--- src/design/fmul_config.svh ---
// ----------------------------------------
// Binary16 multiplier format constants
// Field widths, bias and datapath widths
// ----------------------------------------
`ifndef FMUL_CONFIG_SVH
`define FMUL_CONFIG_SVH

// IEEE 754 binary16 encoding
`define FMUL_EXP_BITS   5
`define FMUL_MAN_BITS   10
`define FMUL_WIDTH      16
`define FMUL_BIAS       15

// Significand precision with the implicit bit
`define FMUL_PREC_BITS  11
// Signed internal exponent, two bits wider than the field
`define FMUL_EXP_WIDTH  7
// Full p x p significand product
`define FMUL_PROD_WIDTH 22

`endif

--- src/design/fmul_pkg.sv ---
// ----------------------------------------
// Binary16 multiplier shared types
// Operand view, rounding modes and flags
// ----------------------------------------
`include "fmul_config.svh"

package fmul_pkg;

  // Operand fields in IEEE bit order
  typedef struct packed {
    logic                      sign;
    logic [`FMUL_EXP_BITS-1:0] exponent;
    logic [`FMUL_MAN_BITS-1:0] mantissa;
  } fp16_fields_t;

  // Same word, raw at the ports and split in the datapath
  typedef union packed {
    logic [`FMUL_WIDTH-1:0] raw;
    fp16_fields_t           fields;
  } fp16_u;

  // RISC-V style rounding mode encodings
  typedef enum logic [2:0] {
    RNE = 3'b000,
    RTZ = 3'b001,
    RDN = 3'b010,
    RUP = 3'b011,
    RMM = 3'b100
  } roundmode_e;

  // Exception flags, no DZ in a multiplier
  typedef struct packed {
    logic NV;
    logic OF;
    logic UF;
    logic NX;
  } status_t;

  // Operand classification
  typedef struct packed {
    logic is_normal;
    logic is_subnormal;
    logic is_zero;
    logic is_inf;
    logic is_nan;
    logic is_signalling;
  } fp_class_t;

endpackage

--- src/design/fmul_operand_stage.sv ---
// ----------------------------------------
// Binary16 multiplier operand stage
// Classifies both operands, resolves special
// cases, forms product exponent and the
// full significand product
// ----------------------------------------
`timescale 1ns/1ps
`include "fmul_config.svh"

module fmul_operand_stage (
  input  fmul_pkg::fp16_u                          operand_a_i,
  input  fmul_pkg::fp16_u                          operand_b_i,
  input  fmul_pkg::roundmode_e                     rnd_mode_i,
  output logic                                     special_o,
  output fmul_pkg::fp16_u                          special_result_o,
  output fmul_pkg::status_t                        special_status_o,
  output logic                                     sign_o,
  output logic signed [`FMUL_EXP_WIDTH-1:0]        exponent_o,
  output logic        [`FMUL_PROD_WIDTH-1:0]       product_o,
  output fmul_pkg::roundmode_e                     rnd_mode_o
);

  import fmul_pkg::*;

  localparam int unsigned EW = `FMUL_EXP_WIDTH;
  // Biased exponent of a zero product, the smallest reachable value
  localparam logic signed [EW-1:0] ZERO_EXP = EW'(2 - `FMUL_BIAS);
  localparam logic signed [EW-1:0] BIAS_S   = EW'(`FMUL_BIAS);

  // Classify one operand from its fields
  function automatic fp_class_t classify(input fp16_fields_t f);
    fp_class_t c;
    logic      exp_zero;
    logic      exp_ones;
    logic      man_zero;
    exp_zero = (f.exponent == '0);
    exp_ones = (f.exponent == '1);
    man_zero = (f.mantissa == '0);
    c.is_normal     = !exp_zero && !exp_ones;
    c.is_subnormal  = exp_zero && !man_zero;
    c.is_zero       = exp_zero && man_zero;
    c.is_inf        = exp_ones && man_zero;
    c.is_nan        = exp_ones && !man_zero;
    // Quiet bit is the mantissa MSB
    c.is_signalling = c.is_nan && !f.mantissa[`FMUL_MAN_BITS-1];
    return c;
  endfunction

  fp16_fields_t a;
  fp16_fields_t b;
  fp_class_t    cls_a;
  fp_class_t    cls_b;
  logic         product_sign;

  assign a     = operand_a_i.fields;
  assign b     = operand_b_i.fields;
  assign cls_a = classify(a);
  assign cls_b = classify(b);

  // Sign of every product, zeros included
  assign product_sign = a.sign ^ b.sign;

  // ----------------------------------------
  // Special cases
  // ----------------------------------------
  always_comb begin : special_cases
    // Canonical quiet NaN unless an infinity wins below
    special_result_o.fields = '{
      sign:     1'b0,
      exponent: '1,
      mantissa: {1'b1, {(`FMUL_MAN_BITS-1){1'b0}}}
    };
    special_status_o = '0;
    special_o        = 1'b0;

    if ((cls_a.is_inf && cls_b.is_zero) || (cls_a.is_zero && cls_b.is_inf)) begin
      // Infinity times zero is invalid
      special_o           = 1'b1;
      special_status_o.NV = 1'b1;
    end else if (cls_a.is_nan || cls_b.is_nan) begin
      // NaN propagates as qNaN, NV only for a signalling input
      special_o           = 1'b1;
      special_status_o.NV = cls_a.is_signalling || cls_b.is_signalling;
    end else if (cls_a.is_inf || cls_b.is_inf) begin
      // Infinity times finite nonzero
      special_o               = 1'b1;
      special_result_o.fields = '{sign: product_sign, exponent: '1, mantissa: '0};
    end
  end

  // ----------------------------------------
  // Exponent and significand product
  // ----------------------------------------
  logic signed [EW-1:0]                  exp_a;
  logic signed [EW-1:0]                  exp_b;
  logic        [`FMUL_PREC_BITS-1:0]     mant_a;
  logic        [`FMUL_PREC_BITS-1:0]     mant_b;

  // Subnormals count as encoded exponent 1
  assign exp_a = $signed({{(EW-`FMUL_EXP_BITS){1'b0}}, a.exponent})
               + $signed({{(EW-1){1'b0}}, cls_a.is_subnormal});
  assign exp_b = $signed({{(EW-`FMUL_EXP_BITS){1'b0}}, b.exponent})
               + $signed({{(EW-1){1'b0}}, cls_b.is_subnormal});

  // Sum of biased exponents keeps one bias
  assign exponent_o = (cls_a.is_zero || cls_b.is_zero) ? ZERO_EXP
                                                       : exp_a + exp_b - BIAS_S;

  // Implicit bit is set for normal operands only
  assign mant_a = {cls_a.is_normal, a.mantissa};
  assign mant_b = {cls_b.is_normal, b.mantissa};

  // Product lies in [0, 4) with 2*MAN_BITS fraction bits
  assign product_o = mant_a * mant_b;

  assign sign_o     = product_sign;
  assign rnd_mode_o = rnd_mode_i;

endmodule

--- src/design/fmul_round_stage.sv ---
// ----------------------------------------
// Binary16 multiplier rounding stage
// Normalizes the product, handles subnormal
// results, rounds in five modes, raises
// flags and selects the final result
// ----------------------------------------
`timescale 1ns/1ps
`include "fmul_config.svh"

module fmul_round_stage (
  input  logic                               special_i,
  input  fmul_pkg::fp16_u                    special_result_i,
  input  fmul_pkg::status_t                  special_status_i,
  input  logic                               sign_i,
  input  logic signed [`FMUL_EXP_WIDTH-1:0]  exponent_i,
  input  logic        [`FMUL_PROD_WIDTH-1:0] product_i,
  input  fmul_pkg::roundmode_e               rnd_mode_i,
  output fmul_pkg::fp16_u                    result_o,
  output fmul_pkg::status_t                  status_o
);

  import fmul_pkg::*;

  localparam int unsigned PW  = `FMUL_PROD_WIDTH;
  localparam int unsigned EW  = `FMUL_EXP_WIDTH;
  localparam int unsigned AW  = `FMUL_EXP_BITS + `FMUL_MAN_BITS;
  // Zero headroom above the product for right alignment of tiny results
  localparam int unsigned PAD = `FMUL_PREC_BITS + 3;
  localparam int unsigned VW  = PW + PAD;
  localparam int unsigned SHW = $clog2(VW);
  localparam int unsigned LZW = $clog2(PW);
  // Implicit bit, mantissa and round bit
  localparam int unsigned MW  = `FMUL_PREC_BITS + 1;
  localparam int unsigned STICKY_TOP = VW - MW - 2;
  localparam logic signed [EW-1:0] SUB_OFFSET = EW'(PAD - 1);
  localparam logic signed [EW-1:0] EXP_INF    = EW'((1 << `FMUL_EXP_BITS) - 1);

  // Leading zeros below the carry position of the product
  function automatic logic [LZW-1:0] count_lz(input logic [PW-2:0] value);
    logic [LZW-1:0] count;
    logic           found;
    count = LZW'(PW - 1);
    found = 1'b0;
    for (int i = PW - 2; i >= 0; i--) begin
      if (value[i] && !found) begin
        count = LZW'(PW - 2 - i);
        found = 1'b1;
      end
    end
    return count;
  endfunction

  // ----------------------------------------
  // Normalization
  // ----------------------------------------
  logic                 carry;
  logic [LZW-1:0]       lz;
  logic [LZW-1:0]       lz_eff;
  logic signed [EW-1:0] lz_s;
  logic                 normal_result;
  logic [SHW-1:0]       norm_shamt;
  logic signed [EW-1:0] norm_exponent;
  logic [VW-1:0]        shifted;
  logic [VW-1:0]        norm_vec;
  logic signed [EW-1:0] final_exponent;
  logic [MW-1:0]        final_mantissa;
  logic                 sticky;

  // Product MSB set means a value in [2, 4)
  assign carry  = product_i[PW-1];
  assign lz     = count_lz(product_i[PW-2:0]);
  assign lz_eff = carry ? '0 : lz;
  assign lz_s   = $signed({{(EW-LZW){1'b0}}, lz_eff});

  // Result stays normal if the exponent after the shift is at least 1
  assign normal_result = carry ? (exponent_i >= 0)
                               : ((|product_i) && (exponent_i - lz_s >= 1));

  always_comb begin : norm_shift_amount
    if (normal_result) begin
      // Leading one lands on the implicit bit position
      norm_shamt    = SHW'(PAD) + SHW'(lz_eff);
      norm_exponent = exponent_i - lz_s;
    end else begin
      // Cap the shift so the mantissa sits at exponent 1, encoded as 0
      norm_shamt    = SHW'(exponent_i + SUB_OFFSET);
      norm_exponent = '0;
    end
  end

  assign shifted = {{PAD{1'b0}}, product_i} << norm_shamt;

  // 1-bit correction when the product was in [2, 4)
  always_comb begin : carry_fix
    if (shifted[VW-1]) begin
      norm_vec       = shifted >> 1;
      final_exponent = norm_exponent + EW'(1);
    end else begin
      norm_vec       = shifted;
      final_exponent = norm_exponent;
    end
  end

  assign final_mantissa = norm_vec[VW-2 -: MW];
  assign sticky         = |norm_vec[STICKY_TOP:0];

  // ----------------------------------------
  // Rounding
  // ----------------------------------------
  logic                      of_before;
  logic                      of_after;
  logic                      tiny_after;
  logic [`FMUL_EXP_BITS-1:0] pre_round_exponent;
  logic [`FMUL_MAN_BITS-1:0] pre_round_mantissa;
  logic [AW-1:0]             pre_round_abs;
  logic [1:0]                round_sticky;
  logic                      round_up;
  logic [AW-1:0]             rounded_abs;
  status_t                   regular_status;

  assign of_before = (final_exponent >= EXP_INF);

  // Overflow starts from the largest finite value, mode picks inf or not
  assign pre_round_exponent = of_before ? `FMUL_EXP_BITS'((1 << `FMUL_EXP_BITS) - 2)
                                        : final_exponent[`FMUL_EXP_BITS-1:0];
  assign pre_round_mantissa = of_before ? '1 : final_mantissa[MW-2:1];
  assign pre_round_abs      = {pre_round_exponent, pre_round_mantissa};
  assign round_sticky       = of_before ? 2'b11 : {final_mantissa[0], sticky};

  always_comb begin : round_decision
    case (rnd_mode_i)
      // Ties go to the even LSB
      RNE:     round_up = round_sticky[1] & (round_sticky[0] | pre_round_abs[0]);
      RTZ:     round_up = 1'b0;
      RDN:     round_up = (|round_sticky) & sign_i;
      RUP:     round_up = (|round_sticky) & ~sign_i;
      // Ties away from zero
      RMM:     round_up = round_sticky[1];
      default: round_up = 1'b0;
    endcase
  end

  // Mantissa carry ripples into the exponent field
  assign rounded_abs = pre_round_abs + {{(AW-1){1'b0}}, round_up};

  assign of_after = (rounded_abs[AW-1 -: `FMUL_EXP_BITS] == '1);

  // Tiny after rounding unless unbounded-exponent rounding reaches 2^emin
  assign tiny_after = (rounded_abs[AW-1 -: `FMUL_EXP_BITS] == '0)
                   || ((pre_round_exponent == '0)
                       && (rounded_abs[AW-1 -: `FMUL_EXP_BITS] == `FMUL_EXP_BITS'(1))
                       && ((round_sticky != 2'b11)
                           || (!norm_vec[STICKY_TOP]
                               && ((rnd_mode_i == RNE) || (rnd_mode_i == RMM)))));

  // ----------------------------------------
  // Flags and result selection
  // ----------------------------------------
  assign regular_status.NV = 1'b0;
  assign regular_status.OF = of_before | of_after;
  assign regular_status.NX = (|round_sticky) | of_before | of_after;
  // Underflow only for inexact tiny results
  assign regular_status.UF = tiny_after & regular_status.NX;

  assign result_o.raw = special_i ? special_result_i.raw : {sign_i, rounded_abs};
  assign status_o     = special_i ? special_status_i : regular_status;

endmodule

--- src/design/fmul_stage_reg.sv ---
// ----------------------------------------
// Binary16 multiplier stage register
// Holds one product between operand and
// rounding stages
// ----------------------------------------
`timescale 1ns/1ps
`include "fmul_config.svh"

module fmul_stage_reg (
  input  logic                               clk_i,
  input  logic                               rst_n_i,
  // From the operand stage
  input  logic                               special_i,
  input  fmul_pkg::fp16_u                    special_result_i,
  input  fmul_pkg::status_t                  special_status_i,
  input  logic                               sign_i,
  input  logic signed [`FMUL_EXP_WIDTH-1:0]  exponent_i,
  input  logic        [`FMUL_PROD_WIDTH-1:0] product_i,
  input  fmul_pkg::roundmode_e               rnd_mode_i,
  // To the rounding stage
  output logic                               special_o,
  output fmul_pkg::fp16_u                    special_result_o,
  output fmul_pkg::status_t                  special_status_o,
  output logic                               sign_o,
  output logic signed [`FMUL_EXP_WIDTH-1:0]  exponent_o,
  output logic        [`FMUL_PROD_WIDTH-1:0] product_o,
  output fmul_pkg::roundmode_e               rnd_mode_o
);

  import fmul_pkg::*;

  // ----------------------------------------
  // Pipeline register, loads every cycle
  // ----------------------------------------
  always_ff @(posedge clk_i or negedge rst_n_i) begin
    if (!rst_n_i) begin
      // Zero product with clear flags, rounds to +0 without exceptions
      special_o        <= 1'b0;
      special_result_o <= '0;
      special_status_o <= '0;
      sign_o           <= 1'b0;
      exponent_o       <= '0;
      product_o        <= '0;
      rnd_mode_o       <= RNE;
    end else begin
      special_o        <= special_i;
      special_result_o <= special_result_i;
      special_status_o <= special_status_i;
      sign_o           <= sign_i;
      exponent_o       <= exponent_i;
      product_o        <= product_i;
      rnd_mode_o       <= rnd_mode_i;
    end
  end

endmodule

--- src/design/fmul_top.sv ---
// ----------------------------------------
// Binary16 multiplier top level
// Operand stage, one register, rounding
// ----------------------------------------
`timescale 1ns/1ps
`include "fmul_config.svh"

module fmul_top (
  input  logic                       clk_i,
  input  logic                       rst_n_i,
  input  logic [`FMUL_WIDTH-1:0]     operand_a_i,
  input  logic [`FMUL_WIDTH-1:0]     operand_b_i,
  input  fmul_pkg::roundmode_e       rnd_mode_i,
  output logic [`FMUL_WIDTH-1:0]     result_o,
  output fmul_pkg::status_t          status_o
);

  import fmul_pkg::*;

  // Operand stage outputs
  logic                              op_special;
  fp16_u                             op_special_result;
  status_t                           op_special_status;
  logic                              op_sign;
  logic signed [`FMUL_EXP_WIDTH-1:0] op_exponent;
  logic [`FMUL_PROD_WIDTH-1:0]       op_product;
  roundmode_e                        op_rnd_mode;

  // Registered copies
  logic                              reg_special;
  fp16_u                             reg_special_result;
  status_t                           reg_special_status;
  logic                              reg_sign;
  logic signed [`FMUL_EXP_WIDTH-1:0] reg_exponent;
  logic [`FMUL_PROD_WIDTH-1:0]       reg_product;
  roundmode_e                        reg_rnd_mode;

  fmul_operand_stage operand_stage_i (
    .operand_a_i      (operand_a_i),
    .operand_b_i      (operand_b_i),
    .rnd_mode_i       (rnd_mode_i),
    .special_o        (op_special),
    .special_result_o (op_special_result),
    .special_status_o (op_special_status),
    .sign_o           (op_sign),
    .exponent_o       (op_exponent),
    .product_o        (op_product),
    .rnd_mode_o       (op_rnd_mode)
  );

  fmul_stage_reg stage_reg_i (
    .clk_i            (clk_i),
    .rst_n_i          (rst_n_i),
    .special_i        (op_special),
    .special_result_i (op_special_result),
    .special_status_i (op_special_status),
    .sign_i           (op_sign),
    .exponent_i       (op_exponent),
    .product_i        (op_product),
    .rnd_mode_i       (op_rnd_mode),
    .special_o        (reg_special),
    .special_result_o (reg_special_result),
    .special_status_o (reg_special_status),
    .sign_o           (reg_sign),
    .exponent_o       (reg_exponent),
    .product_o        (reg_product),
    .rnd_mode_o       (reg_rnd_mode)
  );

  fmul_round_stage round_stage_i (
    .special_i        (reg_special),
    .special_result_i (reg_special_result),
    .special_status_i (reg_special_status),
    .sign_i           (reg_sign),
    .exponent_i       (reg_exponent),
    .product_i        (reg_product),
    .rnd_mode_i       (reg_rnd_mode),
    .result_o         (result_o),
    .status_o         (status_o)
  );

endmodule

--- config.mk ---
export PLATFORM = sky130hd
export DESIGN_NAME = fmul_top
export DESIGN_NICKNAME = d
export VERILOG_FILES = /design/src/design/fmul_pkg.sv /design/src/design/fmul_operand_stage.sv /design/src/design/fmul_round_stage.sv /design/src/design/fmul_stage_reg.sv /design/src/design/fmul_top.sv
export VERILOG_INCLUDE_DIRS = /design/src /design/src/design
export SDC_FILE = /design/constraint.sdc
export NUM_CORES = 1
export LEC_CHECK = 0
export BUFFER_PORTS_ARGS = -buffer_cell sky130_fd_sc_hd__clkbuf_2
export CORE_UTILIZATION = 55
export DETAILED_ROUTE_END_ITERATION = 8
export HOLD_SLACK_MARGIN = 0.06
export PLACE_DENSITY = 0.72
export SLEW_MARGIN = 20
export SYNTH_ARGS = -nofsm -noshare
export SYNTH_HDL_FRONTEND = slang
export SYNTH_SLANG_ARGS = --single-unit
--- constraint.sdc ---
create_clock -name clk_i -period 15.45 [get_ports clk_i]
set_input_delay 0.7725 -clock clk_i [delete_from_list [all_inputs] [get_ports clk_i]]
set_output_delay 0.7725 -clock clk_i [all_outputs]
set_load 0.05 [all_outputs]
==> Word level (Yosys, flattened, before mapping) <==
Index checks and enable logic that the tools add are counted.
Widths: inputs -> output; s select.
{ "word_totals": {"inputBits": 37, "reg_bits": 51} }
{ "classes": {"n_shift": 1, "n_lt_le_gt_ge": 3, "addsub": 10, "multipliers": 1, "muxes": 62, "bitwise_logic": 10, "eq_ne": 8, "reduce_logical": 85} }
{ "ops": {"columns": ["op", "n"], "rows": [
  ["$mux 5", 23],
  ["$mux 16", 4],
  ["$logic_and 1x1->1", 38],
  ["$shl 22x6->36", 1],
  ["$mux 34", 1],
  ["$ge 32x2->1 const B", 1],
  ["$logic_not 1->1", 29],
  ["$mux 1", 26],
  ["$reduce_or 23->1", 1],
  ["$mul 11x11->22", 1],
  ["$reduce_or 22->1", 1],
  ["$mux 7", 3],
  ["$logic_not 10->1", 2],
  ["$logic_not 5->1", 4],
  ["$add 15x1->15", 1],
  ["$eq 5x5->1 const B", 3],
  ["$add 5x1->6", 2],
  ["$mux 10", 1],
  ["$logic_or 1x1->1", 8],
  ["$sub 7x6->8", 1],
  ["$add 7x2->7 const B", 1],
  ["$add 7x7->7", 1],
  ["$ge 7x1->1 const B", 1],
  ["$ge 7x6->1 const B", 1],
  ["18 further kinds", 25]
]} }

==> Longest topological paths before layout <==
{ "depth": {"depth_word": 81, "ltp_mapped": 37, "mapped_depth_nobuf": 32} }

==> Hierarchy <==
From an unflattened synthesis, not the netlist that was laid out.
{ "hier_totals": {"cells_unflattened": 1331, "hier_area_um2": 10695.3} }
{ "by_module_without_submodules": {"columns": ["mod", "cells_per_inst", "area_each_um2", "seq_area_each_um2", "n_inst"], "rows": [
  ["fmul_operand_stage", 625, 4963.5, 0.0, 1],
  ["fmul_round_stage", 652, 4380.5, 0.0, 1],
  ["fmul_stage_reg", 54, 1351.3, 1351.3, 1]
]} }

==> Worst setup path after synthesis <==
OpenSTA, ideal clock, no wires.
{ "synth_path": {"path_type": "register to output", "startpoint": "reg stage_reg_i.product_o[18]", "endpoint": "out status_o[1] (netlist name)", "t_arrival_ps": 9383, "slack_ps": 5294, "path_stages_with_launch": 35, "path_buffers": 3, "required_ps": 14678, "path_cell_list": "dfrtp_1 > clkbuf_1 > or4_1 > a21oi_1 > a2111oi_0 > o211ai_1 > inv_1 > ha_1 > fa_1 > nand2b_1 > a21oi_1 > o221ai_2 > or4b_1 > buf_2 > o21ai_2 > mux2i_1 > mux2_2 > mux4_2 > and2_1 > o21ai_1 > mux2_2 > nor3_1 > a31o_2 > buf_2 > nor2_1 > o31ai_1 > o21a_1 > ha_1 > inv_1 > or3_1 > nand4b_1 > nor4_2 > xnor2_1 > nor4_1 > nor4bb_1"} }
{ "synth_rtl": {"columns": ["item", "line", "text"], "rows": [
  ["start: declaration", "fmul_stage_reg.sv:26", "output logic [`FMUL_PROD_WIDTH-1:0] product_o,"],
  ["start signal: assignment", "fmul_stage_reg.sv:51", "product_o <= product_i;"],
  ["end: declaration", "fmul_top.sv:15", "output fmul_pkg::status_t status_o"]
]} }

==> impl_results.md <==
* Total grt overflow at 0
* #FFs+latches synth at 38
* Starting Density at 0.568
* EDFF count, synth at 0
* Startpoint Class: register
* CP bufs+invs at 4
* Final min period at 11.04 ns
* Max clock buf depth at 2
* Setup_tns at 0 ns
* # setup viols final at 0
* Cell Area, Synth at 0.00908 mm²
* Hold Path End: stage_reg_i.rnd_mode_o[1]
* Nets at 1,356
* Avg Inst Size Synth at 7.96 µm²
* Yosys warnings at 0
* Max Clk Rate at 90.6 MHz
* Number of H-tree levels at 2
* Critical Path Max Stage Delay at 0.66 ns
* Critical path class: register to output pin
* Status: complete, no violations
* Pre-Repair DR Iteration Count at 5
* Root Buffer: clkbuf_16
* CTS resizes at 0
* Ports at 57
* Commonest non-fill, non-tap cell in the layout: nand2_1
* Synthesized instance count at 1,141
* Share of layout cells above drive strength 1 at 0.101
* Die X at 131 µm
* Hold Path Class: primary input to register
* DR vias/cell at 5.98
* CORE AREA at 0.0160 mm²
* Sequential area share after synthesis at 0.105
* Distinct cells, synth at 87
* Largest net degree at the start of global routing at 39
* Site Rows at 46
* DP HPWL at 18,900 µm
* Unrepaired setup endpoints after global routing: no
* Vias in the first global route at 7,804
* IO Port Bufs at 56
* Critical path's slowest cell: or4b_1
* Syn_nets at 1,345
* 1st-iter DRT viols at 595
* WL/cell at 16.9 µm
* Worst-Margin Slew at 0.993 ns
* Worst-path clk slew at 0.06 ns
* Hold Path Depth at 1
* Area grow syn2layout at 5.72%
* GP Congestion at 0.992
* Synth Flop Type: dfrtp_1
* Hold Crit Start: rnd_mode_i[1]
* Crit Path Max Fanout at 33
* Worst Path Arrival at 10.27 ns
* Top-area cell type share of the netlist area at 0.181
* Initial antenna violation count at 0
* Commonest non-fill, non-tap cells in the layout: nand2_1 (138), inv_1 (127), ha_1 (85)
* ANT nets after route at 0
* Synth top area cells: fa_1 (18%), ha_1 (12%), dfrtp_1 (10%)
* CP top delay family: simple AND/OR/NAND/NOR gates
* Filler cells at 1,543
* Antenna fix cells at 0
* Die ar. at 0.0170 mm²
* Postcts setup bufs at 0
* Total CTS buffers at 5
* Clk sinks at 38
* Cts hold-fix bufs at 0
* CTS tree: done
* Final Hold Vio Count at 0
* Post-synth ARST share at 1.00
* Crit end category: output pin
* Count of final max-slew check failures at 0
* Post-Route WL at 23,200 µm
* Period utilization at 0.715
* First-pass GRT wire length at 37,900 µm
* Rel. slew slack at 0.335
* GRT Total Usage at 0.281
* Total vias in the final route at 8,182
* DRC Markers at 0
* Number of max-cap violations at 0
* CP Data Required Time at 14.68 ns
* Die H at 131 µm
* Yosys top cell by area: fa_1
cells by family (layout without fill, tap and decap cells):
group | after synthesis | after routing | share of synthesized area
AND/OR/NAND/NOR | 426 | 426 | 0.232
AO/OA/AOI/OAI | 237 | 237 | 0.187
buffers and inverters | 185 | 197 | 0.0795
adder cells (fa/ha/maj) | 167 | 167 | 0.298
multiplexers | 44 | 44 | 0.0573
XOR/XNOR | 43 | 43 | 0.0415
flip-flops | 38 | 38 | 0.105
other | 1 | 1 | 0.000413
cell type report:
class / count / area [µm²] / share of cell area
tap: 216 / 270 / 0.0281
sequential: 38 / 951 / 0.0990
clock inverter: 3 / 40.0 / 0.00417
inverter: 127 / 477 / 0.0496
clock buffer: 5 / 125 / 0.0130
timing repair buffer: 62 / 325 / 0.0339
multi-input combinational: 918 / 7420 / 0.772
registers in the layout (all words and copies together), names as in the netlist:
name and cells:
stage_reg_i.product_o 22, stage_reg_i.sign_o 1, stage_reg_i.exponent_o 7, stage_reg_i.rnd_mode_o 3
stage_reg_i.special_o 1, stage_reg_i.special_status_o 1, stage_reg_i.special_result_o 3
metal layers:
layer	vias to the layer above	track usage	wire, µm
li1	3972	-	-
met1	3908	0.358	10000
met2	258	0.497	11300
met3	44	0.0273	1170
met4	0	0.101	707
met5	-	0	0
synth_stat cells, drive strengths merged (26+ instances only):
cell / number
o21ai: 43
nand2: 138
o211ai: 29
clkbuf: 41
xnor2: 26
inv: 127
nand3: 31
fa: 82
nor3: 33
mux2i: 26
ha: 85
a21oi: 40
dfrtp: 38
nor2: 85
and2: 56
worst max path at each step:
stage	slack (ns)	start	cells past startpoint	endpoint
floorplan	5.29	stage_reg_i.product_o[18]	34	status_o[1]
finish	4.41	stage_reg_i.product_o[16]	33	status_o[1]
global placement	5.06	stage_reg_i.product_o[15]	33	status_o[1]
detailed placement	4.84	stage_reg_i.product_o[15]	33	status_o[1]
global route	3.71	stage_reg_i.product_o[15]	33	status_o[1]
CTS	4.52	stage_reg_i.product_o[15]	33	status_o[1]
stage by stage:
stage | setup WS (ns) | hold slack, ns | instances | area, µm² | utilization
after global placement | 5.06 | 0.881 | 1361 | 9440 | 0.590
after CTS | 4.52 | 0.578 | 1369 | 9600 | 0.600
final | 4.41 | 0.584 | 1369 | 9600 | 0.600
after floorplan | 5.29 | 0.477 | 1141 | 9080 | -
after detailed placement | 4.84 | 0.883 | 1361 | 9440 | 0.590
after global routing | 3.71 | 0.585 | 1369 | 9600 | 0.600
Power is not shown: default switching activity piles up to over one toggle a cycle in this logic, so the estimate is an artifact.
